<file path="src/rtl/snooper_pkg.sv">
// Shared trace, buffer entry and configuration types, imported by every snooper module
`default_nettype none

package snooper_pkg;

   //////////////////////////////////////////////////////////////////////
   // Core event fields
   //////////////////////////////////////////////////////////////////////

   typedef logic [31:0] pc_t;

   // Code 2'b10 is reserved and never recorded
   typedef enum logic [1:0] {
      PRIV_U = 2'd0,
      PRIV_S = 2'd1,
      PRIV_M = 2'd3
   } priv_t;

   localparam logic [1:0] PRIV_RESERVED = 2'd2;

   // Branch, jump, call, return, exception, interrupt ... kept as raw code
   typedef logic [3:0] ctr_type_t;

   // One retired control-flow event as presented by the core
   typedef struct packed {
      logic      valid;
      priv_t     priv;
      ctr_type_t ctr_type;
      pc_t       pc_src;
      pc_t       pc_dst;
   } trace_t;

   // One stored buffer entry
   typedef struct packed {
      priv_t     priv;
      ctr_type_t ctr_type;
      pc_t       pc_src;
      pc_t       pc_dst;
   } trace_entry_t;

   //////////////////////////////////////////////////////////////////////
   // Configuration
   //////////////////////////////////////////////////////////////////////

   typedef enum logic [2:0] {
      CFG_CTRL      = 3'd0,
      CFG_RANGE_LO  = 3'd1,
      CFG_RANGE_HI  = 3'd2,
      CFG_TRIG_PC   = 3'd3,
      CFG_WATERMARK = 3'd4
   } cfg_addr_t;

   typedef logic [31:0] cfg_word_t;
   typedef logic [15:0] watermark_t;

   // CTRL register layout
   localparam int unsigned CTRL_SNOOP_EN_BIT  = 0;
   localparam int unsigned CTRL_RANGE_EN_BIT  = 1;
   localparam int unsigned CTRL_TRIG_EN_BIT   = 2;
   localparam int unsigned CTRL_PRIV_MASK_LSB = 4;

   typedef struct packed {
      logic       snoop_en;
      logic       range_en;
      logic       trig_en;
      logic [3:0] priv_mask;
      pc_t        range_lo;
      pc_t        range_hi;
      pc_t        trig_pc;
      watermark_t watermark;
   } cfg_t;

endpackage

`default_nettype wire
</file>
<file path="src/rtl/snooper.sv">
// Top level of the control-flow trace snooper, connecting configuration, filter, buffer and readout
`timescale 1ns/1ns
`default_nettype none

module snooper
   import snooper_pkg::*;
#(
   parameter int unsigned DEPTH = 16
) (
   input  logic         clk_i,
   input  logic         arst_n_i,
   input  trace_t       trace_i,
   input  logic         cfg_we_i,
   input  cfg_addr_t    cfg_addr_i,
   input  cfg_word_t    cfg_wdata_i,
   input  logic         sw_rd_req_i,
   output logic         sw_rd_valid_o,
   output logic         sw_rd_empty_o,
   output trace_entry_t sw_rd_entry_o,
   output logic         watermark_irq_o,
   output logic         trigger_o
);

   localparam int unsigned CNT_W = $clog2(DEPTH) + 1;

   cfg_t             cfg;
   logic             wr_en;
   trace_entry_t     wr_entry;
   logic             rd_en;
   trace_entry_t     rd_entry;
   logic             rd_valid;
   logic [CNT_W-1:0] count;

   //////////////////////////////////////////////////////////////////////
   // Configuration
   //////////////////////////////////////////////////////////////////////

   snoop_cfg_regs u_cfg_regs (
      .clk_i       ( clk_i       ),
      .arst_n_i    ( arst_n_i    ),
      .cfg_we_i    ( cfg_we_i    ),
      .cfg_addr_i  ( cfg_addr_i  ),
      .cfg_wdata_i ( cfg_wdata_i ),
      .trigger_i   ( trigger_o   ),
      .cfg_o       ( cfg         )
   );

   //////////////////////////////////////////////////////////////////////
   // Producer, buffer and consumer
   //////////////////////////////////////////////////////////////////////

   trace_filter u_trace_filter (
      .clk_i      ( clk_i     ),
      .arst_n_i   ( arst_n_i  ),
      .trace_i    ( trace_i   ),
      .cfg_i      ( cfg       ),
      .wr_en_o    ( wr_en     ),
      .wr_entry_o ( wr_entry  ),
      .trigger_o  ( trigger_o )
   );

   trace_ring_buffer #(
      .DEPTH ( DEPTH )
   ) u_ring_buffer (
      .clk_i      ( clk_i    ),
      .arst_n_i   ( arst_n_i ),
      .wr_en_i    ( wr_en    ),
      .wr_entry_i ( wr_entry ),
      .rd_en_i    ( rd_en    ),
      .rd_entry_o ( rd_entry ),
      .rd_valid_o ( rd_valid ),
      .count_o    ( count    )
   );

   trace_readout #(
      .DEPTH ( DEPTH )
   ) u_readout (
      .clk_i           ( clk_i           ),
      .arst_n_i        ( arst_n_i        ),
      .sw_rd_req_i     ( sw_rd_req_i     ),
      .cfg_i           ( cfg             ),
      .count_i         ( count           ),
      .rd_entry_i      ( rd_entry        ),
      .rd_valid_i      ( rd_valid        ),
      .rd_en_o         ( rd_en           ),
      .sw_rd_valid_o   ( sw_rd_valid_o   ),
      .sw_rd_empty_o   ( sw_rd_empty_o   ),
      .sw_rd_entry_o   ( sw_rd_entry_o   ),
      .watermark_irq_o ( watermark_irq_o )
   );

endmodule

`default_nettype wire

</file>
<file path="src/rtl/trace_readout.sv">
// Consumer stage: turns software read strobes into pops or empty replies, raises watermark interrupt
`timescale 1ns/1ns
`default_nettype none

module trace_readout
   import snooper_pkg::*;
#(
   parameter int unsigned DEPTH = 16
) (
   input  logic                   clk_i,
   input  logic                   arst_n_i,
   input  logic                   sw_rd_req_i,
   input  cfg_t                   cfg_i,
   input  logic [$clog2(DEPTH):0] count_i,
   input  trace_entry_t           rd_entry_i,
   input  logic                   rd_valid_i,
   output logic                   rd_en_o,
   output logic                   sw_rd_valid_o,
   output logic                   sw_rd_empty_o,
   output trace_entry_t           sw_rd_entry_o,
   output logic                   watermark_irq_o
);

   logic       empty_q;
   logic       irq_q;
   watermark_t level;

   //////////////////////////////////////////////////////////////////////
   // Read path
   //////////////////////////////////////////////////////////////////////

   // Pop only when something is stored, otherwise answer empty
   assign rd_en_o = sw_rd_req_i && (count_i != '0);

   assign level = watermark_t'(count_i);

   always_ff @(posedge clk_i or negedge arst_n_i) begin
      if (!arst_n_i) begin
         empty_q <= 1'b0;
         irq_q   <= 1'b0;
      end else begin
         empty_q <= sw_rd_req_i && (count_i == '0);
         irq_q   <= (cfg_i.watermark != '0) && (level >= cfg_i.watermark);
      end
   end

   // Buffer data and empty reply land in the same cycle slot
   assign sw_rd_valid_o   = rd_valid_i || empty_q;
   assign sw_rd_empty_o   = empty_q;
   assign sw_rd_entry_o   = rd_valid_i ? rd_entry_i : '0;
   assign watermark_irq_o = irq_q;

   // Each result answers exactly one request made an edge earlier
   assert property (@(posedge clk_i) disable iff (!arst_n_i)
      sw_rd_valid_o |-> $past(sw_rd_req_i) && !(rd_valid_i && empty_q))
      else $error("Read result without a matching request");

endmodule

`default_nettype wire

</file>
<file path="src/rtl/trace_ring_buffer.sv">
// Circular trace buffer that overwrites its oldest entry when full; pop data returns one cycle later
`timescale 1ns/1ns
`default_nettype none

module trace_ring_buffer
   import snooper_pkg::*;
#(
   parameter int unsigned DEPTH = 16
) (
   input  logic                       clk_i,
   input  logic                       arst_n_i,
   input  logic                       wr_en_i,
   input  trace_entry_t               wr_entry_i,
   input  logic                       rd_en_i,
   output trace_entry_t               rd_entry_o,
   output logic                       rd_valid_o,
   output logic [$clog2(DEPTH):0]     count_o
);

   localparam int unsigned PTR_W = $clog2(DEPTH);
   localparam int unsigned CNT_W = PTR_W + 1;

   typedef logic [PTR_W-1:0] ptr_t;
   typedef logic [CNT_W-1:0] count_t;

   if ((DEPTH < 4) || ((DEPTH & (DEPTH - 1)) != 0)) begin : g_depth_check
      $error("DEPTH must be a power of two of at least 4");
   end

   //////////////////////////////////////////////////////////////////////
   // Storage and pointers
   //////////////////////////////////////////////////////////////////////

   trace_entry_t mem [DEPTH];
   ptr_t         wr_ptr_q;
   ptr_t         rd_ptr_q;
   count_t       count_q;
   logic         full;
   logic         rd_valid_q;

   assign full = (count_q == count_t'(DEPTH));

   always_ff @(posedge clk_i) begin
      if (wr_en_i) begin
         mem[wr_ptr_q] <= wr_entry_i;
      end
      if (rd_en_i) begin
         rd_entry_o <= mem[rd_ptr_q];
      end
   end

   // On a full buffer the write slot is the oldest one, so the read pointer
   // moves past it.  With a pop at the same edge the popped entry leaves and
   // the new one takes its place as the newest, order is preserved
   always_ff @(posedge clk_i or negedge arst_n_i) begin
      if (!arst_n_i) begin
         wr_ptr_q   <= '0;
         rd_ptr_q   <= '0;
         count_q    <= '0;
         rd_valid_q <= 1'b0;
      end else begin
         rd_valid_q <= rd_en_i;
         if (wr_en_i) begin
            wr_ptr_q <= wr_ptr_q + ptr_t'(1);
         end
         if (rd_en_i || (wr_en_i && full)) begin
            rd_ptr_q <= rd_ptr_q + ptr_t'(1);
         end
         case ({wr_en_i, rd_en_i})
            2'b10:   count_q <= full ? count_q : count_q + count_t'(1);
            2'b01:   count_q <= count_q - count_t'(1);
            default: count_q <= count_q;
         endcase
      end
   end

   assign rd_valid_o = rd_valid_q;
   assign count_o    = count_q;

   assert property (@(posedge clk_i) disable iff (!arst_n_i)
      count_o <= count_t'(DEPTH))
      else $error("Fill count above DEPTH");

   assert property (@(posedge clk_i) disable iff (!arst_n_i)
      rd_en_i |-> (count_o != '0))
      else $error("Pop from an empty buffer");

endmodule

`default_nettype wire

</file>
<file path="src/rtl/trace_filter.sv">
// Producer stage: registers each core event, filters it by privilege and PC window, detects trigger
`timescale 1ns/1ns
`default_nettype none

module trace_filter
   import snooper_pkg::*;
(
   input  logic         clk_i,
   input  logic         arst_n_i,
   input  trace_t       trace_i,
   input  cfg_t         cfg_i,
   output logic         wr_en_o,
   output trace_entry_t wr_entry_o,
   output logic         trigger_o
);

   //////////////////////////////////////////////////////////////////////
   // Input register
   //////////////////////////////////////////////////////////////////////

   logic         valid_q;
   trace_entry_t entry_q;
   logic         priv_ok;
   logic         range_ok;
   logic         trig_hit;
   logic         trigger_q;

   always_ff @(posedge clk_i or negedge arst_n_i) begin
      if (!arst_n_i) begin
         valid_q <= 1'b0;
      end else begin
         valid_q <= trace_i.valid;
      end
   end

   always_ff @(posedge clk_i) begin
      entry_q.priv     <= trace_i.priv;
      entry_q.ctr_type <= trace_i.ctr_type;
      entry_q.pc_src   <= trace_i.pc_src;
      entry_q.pc_dst   <= trace_i.pc_dst;
   end

   //////////////////////////////////////////////////////////////////////
   // Filter
   //////////////////////////////////////////////////////////////////////

   // Reserved privilege code rejected even if its mask bit is set
   assign priv_ok  = cfg_i.priv_mask[entry_q.priv] && (entry_q.priv != PRIV_RESERVED);
   assign range_ok = !cfg_i.range_en ||
                     ((entry_q.pc_src >= cfg_i.range_lo) && (entry_q.pc_src <= cfg_i.range_hi));

   assign wr_en_o    = valid_q && cfg_i.snoop_en && priv_ok && range_ok;
   assign wr_entry_o = entry_q;

   //////////////////////////////////////////////////////////////////////
   // Trigger
   //////////////////////////////////////////////////////////////////////

   // Independent of snoop_en
   assign trig_hit = valid_q && cfg_i.trig_en && (entry_q.pc_dst == cfg_i.trig_pc);

   always_ff @(posedge clk_i or negedge arst_n_i) begin
      if (!arst_n_i) begin
         trigger_q <= 1'b0;
      end else begin
         trigger_q <= trig_hit;
      end
   end

   assign trigger_o = trigger_q;

   // A write always comes from an event sampled one edge earlier with a legal mode
   assert property (@(posedge clk_i) disable iff (!arst_n_i)
      wr_en_o |-> $past(trace_i.valid) && ($past(trace_i.priv) != PRIV_RESERVED))
      else $error("Buffer write for reserved privilege code");

endmodule

`default_nettype wire

</file>
<file path="src/rtl/snoop_cfg_regs.sv">
// Configuration register file, written through a single-cycle strobe and cleared by the trigger
`timescale 1ns/1ns
`default_nettype none

module snoop_cfg_regs
   import snooper_pkg::*;
(
   input  logic      clk_i,
   input  logic      arst_n_i,
   input  logic      cfg_we_i,
   input  cfg_addr_t cfg_addr_i,
   input  cfg_word_t cfg_wdata_i,
   input  logic      trigger_i,
   output cfg_t      cfg_o
);

   //////////////////////////////////////////////////////////////////////
   // Register state
   //////////////////////////////////////////////////////////////////////

   cfg_t cfg_q;
   logic ctrl_wr;

   assign ctrl_wr = cfg_we_i && (cfg_addr_i == CFG_CTRL);

   // The trigger pulse is high during the cycle after the matching edge.
   // Stored enables are dropped at the end of the pulse, unless software
   // rewrites CTRL at that very edge
   always_ff @(posedge clk_i or negedge arst_n_i) begin
      if (!arst_n_i) begin
         cfg_q <= '0;
      end else begin
         if (cfg_we_i) begin
            case (cfg_addr_i)
               CFG_CTRL: begin
                  cfg_q.snoop_en  <= cfg_wdata_i[CTRL_SNOOP_EN_BIT];
                  cfg_q.range_en  <= cfg_wdata_i[CTRL_RANGE_EN_BIT];
                  cfg_q.trig_en   <= cfg_wdata_i[CTRL_TRIG_EN_BIT];
                  cfg_q.priv_mask <= cfg_wdata_i[CTRL_PRIV_MASK_LSB +: 4];
               end
               CFG_RANGE_LO: begin
                  cfg_q.range_lo <= cfg_wdata_i;
               end
               CFG_RANGE_HI: begin
                  cfg_q.range_hi <= cfg_wdata_i;
               end
               CFG_TRIG_PC: begin
                  cfg_q.trig_pc <= cfg_wdata_i;
               end
               CFG_WATERMARK: begin
                  cfg_q.watermark <= cfg_wdata_i[15:0];
               end
               default: begin
                  // Writes to unmapped addresses are dropped
               end
            endcase
         end
         if (trigger_i && !ctrl_wr) begin
            cfg_q.snoop_en <= 1'b0;
            cfg_q.trig_en  <= 1'b0;
         end
      end
   end

   //////////////////////////////////////////////////////////////////////
   // Live configuration
   //////////////////////////////////////////////////////////////////////

   // Enables already read as cleared while the pulse is high, so the
   // event right after the trigger is neither recorded nor matched
   always_comb begin
      cfg_o          = cfg_q;
      cfg_o.snoop_en = cfg_q.snoop_en && !trigger_i;
      cfg_o.trig_en  = cfg_q.trig_en && !trigger_i;
   end

endmodule

`default_nettype wire

</file>
<file path="config.mk">
export PLATFORM = sky130hd
export DESIGN_NAME = snooper
export DESIGN_NICKNAME = d
export VERILOG_FILES = /design/src/rtl/snooper_pkg.sv /design/src/rtl/snooper.sv /design/src/rtl/trace_readout.sv /design/src/rtl/trace_ring_buffer.sv /design/src/rtl/trace_filter.sv /design/src/rtl/snoop_cfg_regs.sv
export SDC_FILE = /design/constraint.sdc
export NUM_CORES = 1
export LEC_CHECK = 0
export BUFFER_PORTS_ARGS = -buffer_cell sky130_fd_sc_hd__buf_2
export CORE_MARGIN = 4
export CORE_UTILIZATION = 65
export CTS_CLUSTER_DIAMETER = 80
export DETAILED_ROUTE_END_ITERATION = 7
export GPL_ROUTABILITY_DRIVEN = 0
export PLACE_DENSITY = 0.83
export SYNTH_ARGS = -nofsm -noshare
export SYNTH_HDL_FRONTEND = slang
export SYNTH_HIERARCHICAL = 1
export SYNTH_SLANG_ARGS = --single-unit
</file>
<file path="constraint.sdc">
create_clock -name clk_i -period 23.3 [get_ports clk_i]
set_clock_uncertainty 0.2 [all_clocks]
set_input_delay 1.165 -clock clk_i [delete_from_list [all_inputs] [get_ports clk_i]]
set_output_delay 1.165 -clock clk_i [all_outputs]
set_load 0.05 [all_outputs]
</file>
After elaboration in Yosys (flattened, before gate mapping)
Memories as Yosys holds them, arrays and structs flattened. A register that Yosys moved wholly into a read port is not among the register bits.
Index checks and enable logic that the tools add are counted.
{ "word_totals": {"register_bits": 207, "ramBits": 1120, "in_bits": 110, "output_inout_bits": 74, "word_cells": 89, "memories": 1} }
{ "classes": {"n_addsub": 4, "order_cmp": 4, "eq_ne": 10, "n_mux": 15, "reduce_logical": 35} }
{ "mem_list": {"columns": ["name", "depth", "word_bits", "rd", "rd_ports_with_merged_regs", "wr", "line", "text"], "rows": [
  ["u_ring_buffer.mem", 16, 70, 1, 1, 1, "trace_ring_buffer.sv:34", "trace_entry_t mem [DEPTH];"]
]} }
{ "ops": {"columns": ["cell", "count"], "rows": [
  ["119-bit 2-to-1 mux", 1],
  ["32-bit 2-to-1 mux", 3],
  ["70-bit 2-to-1 mux", 1],
  ["32-bit == test", 1],
  ["32-bit >= comparator", 1],
  ["32-bit <= comparator", 1],
  ["5-bit by 16-bit >= comparator with 1-bit output", 1],
  ["16-bit 2-to-1 mux", 1],
  ["16-bit nonzero test", 1],
  ["1-bit logical AND", 15],
  ["2-bit AND reduction", 7],
  ["5-bit case mux with 2 select lines", 1],
  ["4-bit by 1-bit adder with 4-bit output, second input constant", 2],
  ["7-bit 2-to-1 mux", 1],
  ["3-bit by 2-bit == test with 1-bit output, second input constant", 2],
  ["2-bit nonzero test", 3],
  ["5-bit by 1-bit adder with 5-bit output, second input constant", 1],
  ["5-bit == test, second input constant", 1],
  ["5-bit logical NOT", 1],
  ["1-bit 2-to-1 mux", 5],
  ["5-bit 2-to-1 mux", 1],
  ["5-bit nonzero test", 1],
  ["5-bit by 1-bit subtractor with 5-bit output, second input constant", 1],
  ["2-bit inequality test, second input constant", 2],
  ["other kinds (9)", 13]
]} }

Logic depth before layout (Yosys ltp)
{ "depth": {"ltp_word": 8, "depth_mapped": 17, "depth_no_buf": 16} }

Modules after synthesis
The synthesis kept the hierarchy.
{ "modules_own_cells": {"columns": ["module", "instances", "cells_per_inst", "area_per_inst_um2", "seq_area_each_um2"], "rows": [
  ["trace_ring_buffer", 1, 1715, 44928.1, 36084.6],
  ["snoop_cfg_regs", 1, 375, 5402.7, 2977.9],
  ["trace_filter", 1, 347, 3430.8, 1451.4],
  ["trace_readout", 1, 105, 701.9, 50.0]
]} }

Worst setup path after synthesis
OpenSTA, ideal clock, no wires.
{ "synth_path": {"path_type": "reg2reg", "from": "register u_trace_filter.entry_q, in the netlist u_trace_filter/wr_entry_o[61]", "to": "memory u_ring_buffer/mem[3][0] in the netlist's numbering, enable pin", "setup_time_ns": 0.584, "arrival_time_ns": 7.138, "required_time_ns": 22.516, "slack_ns": 15.379, "path_stages_with_launch": 10, "n_path_buf": 1, "period_less_slack_ns": 7.921, "cell_sequence": "dfxtp_1 ha_1 a211oi_1 o32ai_1 a2111oi_0 o21ai_1 a211oi_1 clkbuf_1 nand2_1 nor3_1"} }
{ "synth_between": {"elab_chain_cells": 6, "elab_cells_between_ends": 7, "classes_between": "order compare (2); mux (2); reduce/logical (3)"} }
{ "synth_rtl": {"columns": ["element", "line", "text"], "rows": [
  ["from (decl)", "trace_filter.sv:22", "trace_entry_t entry_q;"],
  ["32-bit >= comparator / 32-bit <= comparator (equally long branches)", "trace_filter.sv:50", "((entry_q.pc_src >= cfg_i.range_lo) && (entry_q.pc_src <= cfg_i.range_hi));"],
  ["1-bit logical AND *", "trace_filter.sv:50", null],
  ["1-bit logical OR *", "trace_filter.sv:49", "assign range_ok = !cfg_i.range_en ||"],
  ["1-bit logical AND *", "trace_filter.sv:52", "assign wr_en_o = valid_q && cfg_i.snoop_en && priv_ok && range_ok;"],
  ["named net wr_en", "snooper.sv:27", "logic wr_en;"],
  ["1-bit 2-to-1 mux *", "trace_ring_buffer.sv:44", "if (wr_en_i) begin"],
  ["1-bit 2-to-1 mux (implied by the code) *", "trace_ring_buffer.sv:45", "mem[wr_ptr_q] <= wr_entry_i;"],
  ["to (decl)", "trace_ring_buffer.sv:34", null]
]} }
The timed path passes the listed nets; every way through them passes the cells marked *.

Worst setup path after layout
{ "layout_path": {"from": "register u_trace_filter.entry_q, in the netlist u_trace_filter/wr_entry_o[49]", "to": "memory u_ring_buffer/mem[4][68] in the netlist's numbering, enable pin"} }
The elaborated chain is that of the path after synthesis.

==> qor.txt <==
Status -> finished clean
GR Overflow Total -> 0
Hold buffers post-CTS -> 0
Core area -> 0.0825 mm2
Vias per Instance -> 6.91
Max cap viols -> 0
Data arrival, critical path -> 5.90 ns
Initial antenna violation count -> 6
Critical path capture point type -> flop
1st-iter DRT viols -> 4,435
Worst setup SP type -> flop
Skew-Pair Late Insertion Delay -> 0.73 ns
1st-pass router iterations -> 5
FF-to-FF path depth -> 10
P&R area growth vs syn -> 10.4%
Vert. Die Dim -> 297 um
DP Cell Count -> 3,617
Slew Limit Fails -> 0
Layout cells sized above 1 -> 30.8%
Post-CTS sizing -> 0
Total wire length -> 133 mm
Remaining DRCs -> 0
Min-Delay Path Class -> in -> async
Die Wd -> 297 um
P_leak -> 20.5 nW
Slew headroom -> 18.1%
Final WS setup -> 17.52 ns
Maximum VDD drop -> 0.100 mV
Synth Warn # -> 6
Critical path cell sequence -> ha_1 -> a21oi_1 -> o21ai_0 -> a2111oi_0 -> o21ai_1 -> a211oi_1 -> buf_4 -> nand2_1 -> nor2_4 -> buf_4
Die ar. -> 0.0884 mm2
Fmax -> 0.173 GHz
Synthesized Nets -> 2,725
Endpoints failing setup -> 0
CTS tree -> done
Cell family with most CP delay -> compound AO/OA/AOI/OAI gates
Num CTS Buffers -> 136
Total number of vias -> 26,700
H-tree lvl count -> 4
WP depth -> 10
CTS sink count -> 1,396
Total global-route track usage -> 30.6%
Multi-input gate area -> 0.0123 mm2
Drt wl/cell -> 34.3 um
RSZ-0062 raised after global routing -> no
Register Area -> 0.0406 mm2
R2r setup slk -> 17.52 ns
Crit-path max cell delay -> 0.92 ns
Number of setup buffers added after CTS -> 0
Root Buffer -> clkbuf_16
PortBufs -> 183
CP bufs+invs -> 2
Clk buf depth -> 3
Cells after Synth -> 2,539
Finished Layout Cells -> 3,871
Max Used Layer -> met5
I/O pins -> 184
Wire length on met3 -> 14.2 mm
Worst Path Max Fanout -> 44
Post-Route Setup TNS -> 0 ns
Vias in the first global route -> 28,100
Met2 WL post-DR -> 66.6 mm
Met1 WL -> 46.0 mm
FF-to-FF Start -> u_trace_filter/wr_entry_o[49]
Global-route wire length before repair -> 195 mm
Rows -> 105
Nets -> 2,871
Syn_area_per_cell -> 21.4 um2
Fillcell total -> 4,317
Cell Area, Synth -> 0.0544 mm2
Fin crit share -> 24.8%
CP required -> 23.43 ns
Pwr/cell area -> 114 mW/mm2
Final Core Density -> 72.8%
Post-route ant nets -> 0
Tmin final -> 5.78 ns
Slowest stage cell, crit path -> a2111oi_0
Starting Density -> 66.0%
Most frequent CP cell -> buf_4
DP HPWL -> 68.6 mm
Slew of the pin with the lowest slew margin -> 1.23 ns
Clock Pin Slew Worst Setup and Hold Paths -> 0.07 ns
Critical path type -> reg -> reg
Placement Setup Slack -> 17.80 ns
Largest net degree at the start of global routing -> 121
Final hold violation count -> 0
Total power -> 6.86 mW
Reg2reg end -> u_ring_buffer/mem[4][68]
## cell usage in the layout, fill, tap and decap left out, drive strengths merged, types with 26 or more instances in the layout
master  instances
a21oi          33
and2           72
buf           227
clkbuf        196
clkinv         41
dfrtp         136
dfxtp          70
edfxtp       1190
ha             76
inv            76
mux2          120
mux4          350
xor2           26
## metal layers
layer  global-route usage [%]  vias up
met4                     12.5        2
met2                     49.5     1974
met1                     42.0    13900
met3                     6.28      368
li1                         -    10400
met5                        0        -
## per-stage QoR
stage	cell area (um2)	hold WS, ns
3_3_place_gp	55700	0.268
3_5_place_dp	55700	0.275
2_1_floorplan	54400	0.259
5_1_grt	60100	0.299
6_report	60100	0.262
4_1_cts	60100	0.255
## where the power goes
part	internal [mW]	switching (mW)	leakage (nW)
registers	2.91	0.187	13.0
logic	0.781	0.819	5.37
clock network	1.24	0.925	2.14
total	4.93	1.93	20.5
## state kept, by name (all words and copies together) (netlist names)
name / cells
u_cfg_regs/cfg_o: 116
u_cfg_regs/cfg_q: 2
u_readout/sw_rd_empty_o: 1
u_readout/watermark_irq_o: 1
u_ring_buffer/count_o: 5
u_ring_buffer/mem: 1120
u_ring_buffer/rd_entry_o: 70
u_ring_buffer/rd_ptr_q: 4
u_ring_buffer/rd_valid_o: 1
u_ring_buffer/wr_ptr_q: 4
u_trace_filter/trigger_o: 1
u_trace_filter/valid_q: 1
u_trace_filter/wr_entry_o: 70
## area by class of cell
| class | instances | share of cell area (%) |
|---|---|---|
| antenna | 3 | 0.0125 |
| sequential | 1396 | 67.5 |
| tap | 1070 | 2.23 |
| multi-input combinational | 852 | 20.4 |
| clock inverter | 55 | 0.826 |
| clock buffer | 196 | 6.46 |
| inverter | 72 | 0.450 |
| timing repair buffer | 227 | 2.13 |
## worst max-delay path by stage
stage / startpoint / to / slack [ns]
3_3_place_gp: u_trace_filter/wr_entry_o[61] / u_ring_buffer/mem[4][59] / 17.91
3_5_place_dp: u_trace_filter/wr_entry_o[53] / u_ring_buffer/mem[4][48] / 17.80
5_1_grt: u_trace_filter/wr_entry_o[49] / u_ring_buffer/mem[4][68] / 17.42
2_1_floorplan: u_trace_filter/wr_entry_o[61] / u_ring_buffer/mem[3][0] / 15.38
6_report: u_trace_filter/wr_entry_o[49] / u_ring_buffer/mem[4][68] / 17.52
4_1_cts: u_trace_filter/wr_entry_o[49] / u_ring_buffer/mem[4][68] / 17.63
(Power assumes the default switching activity.)
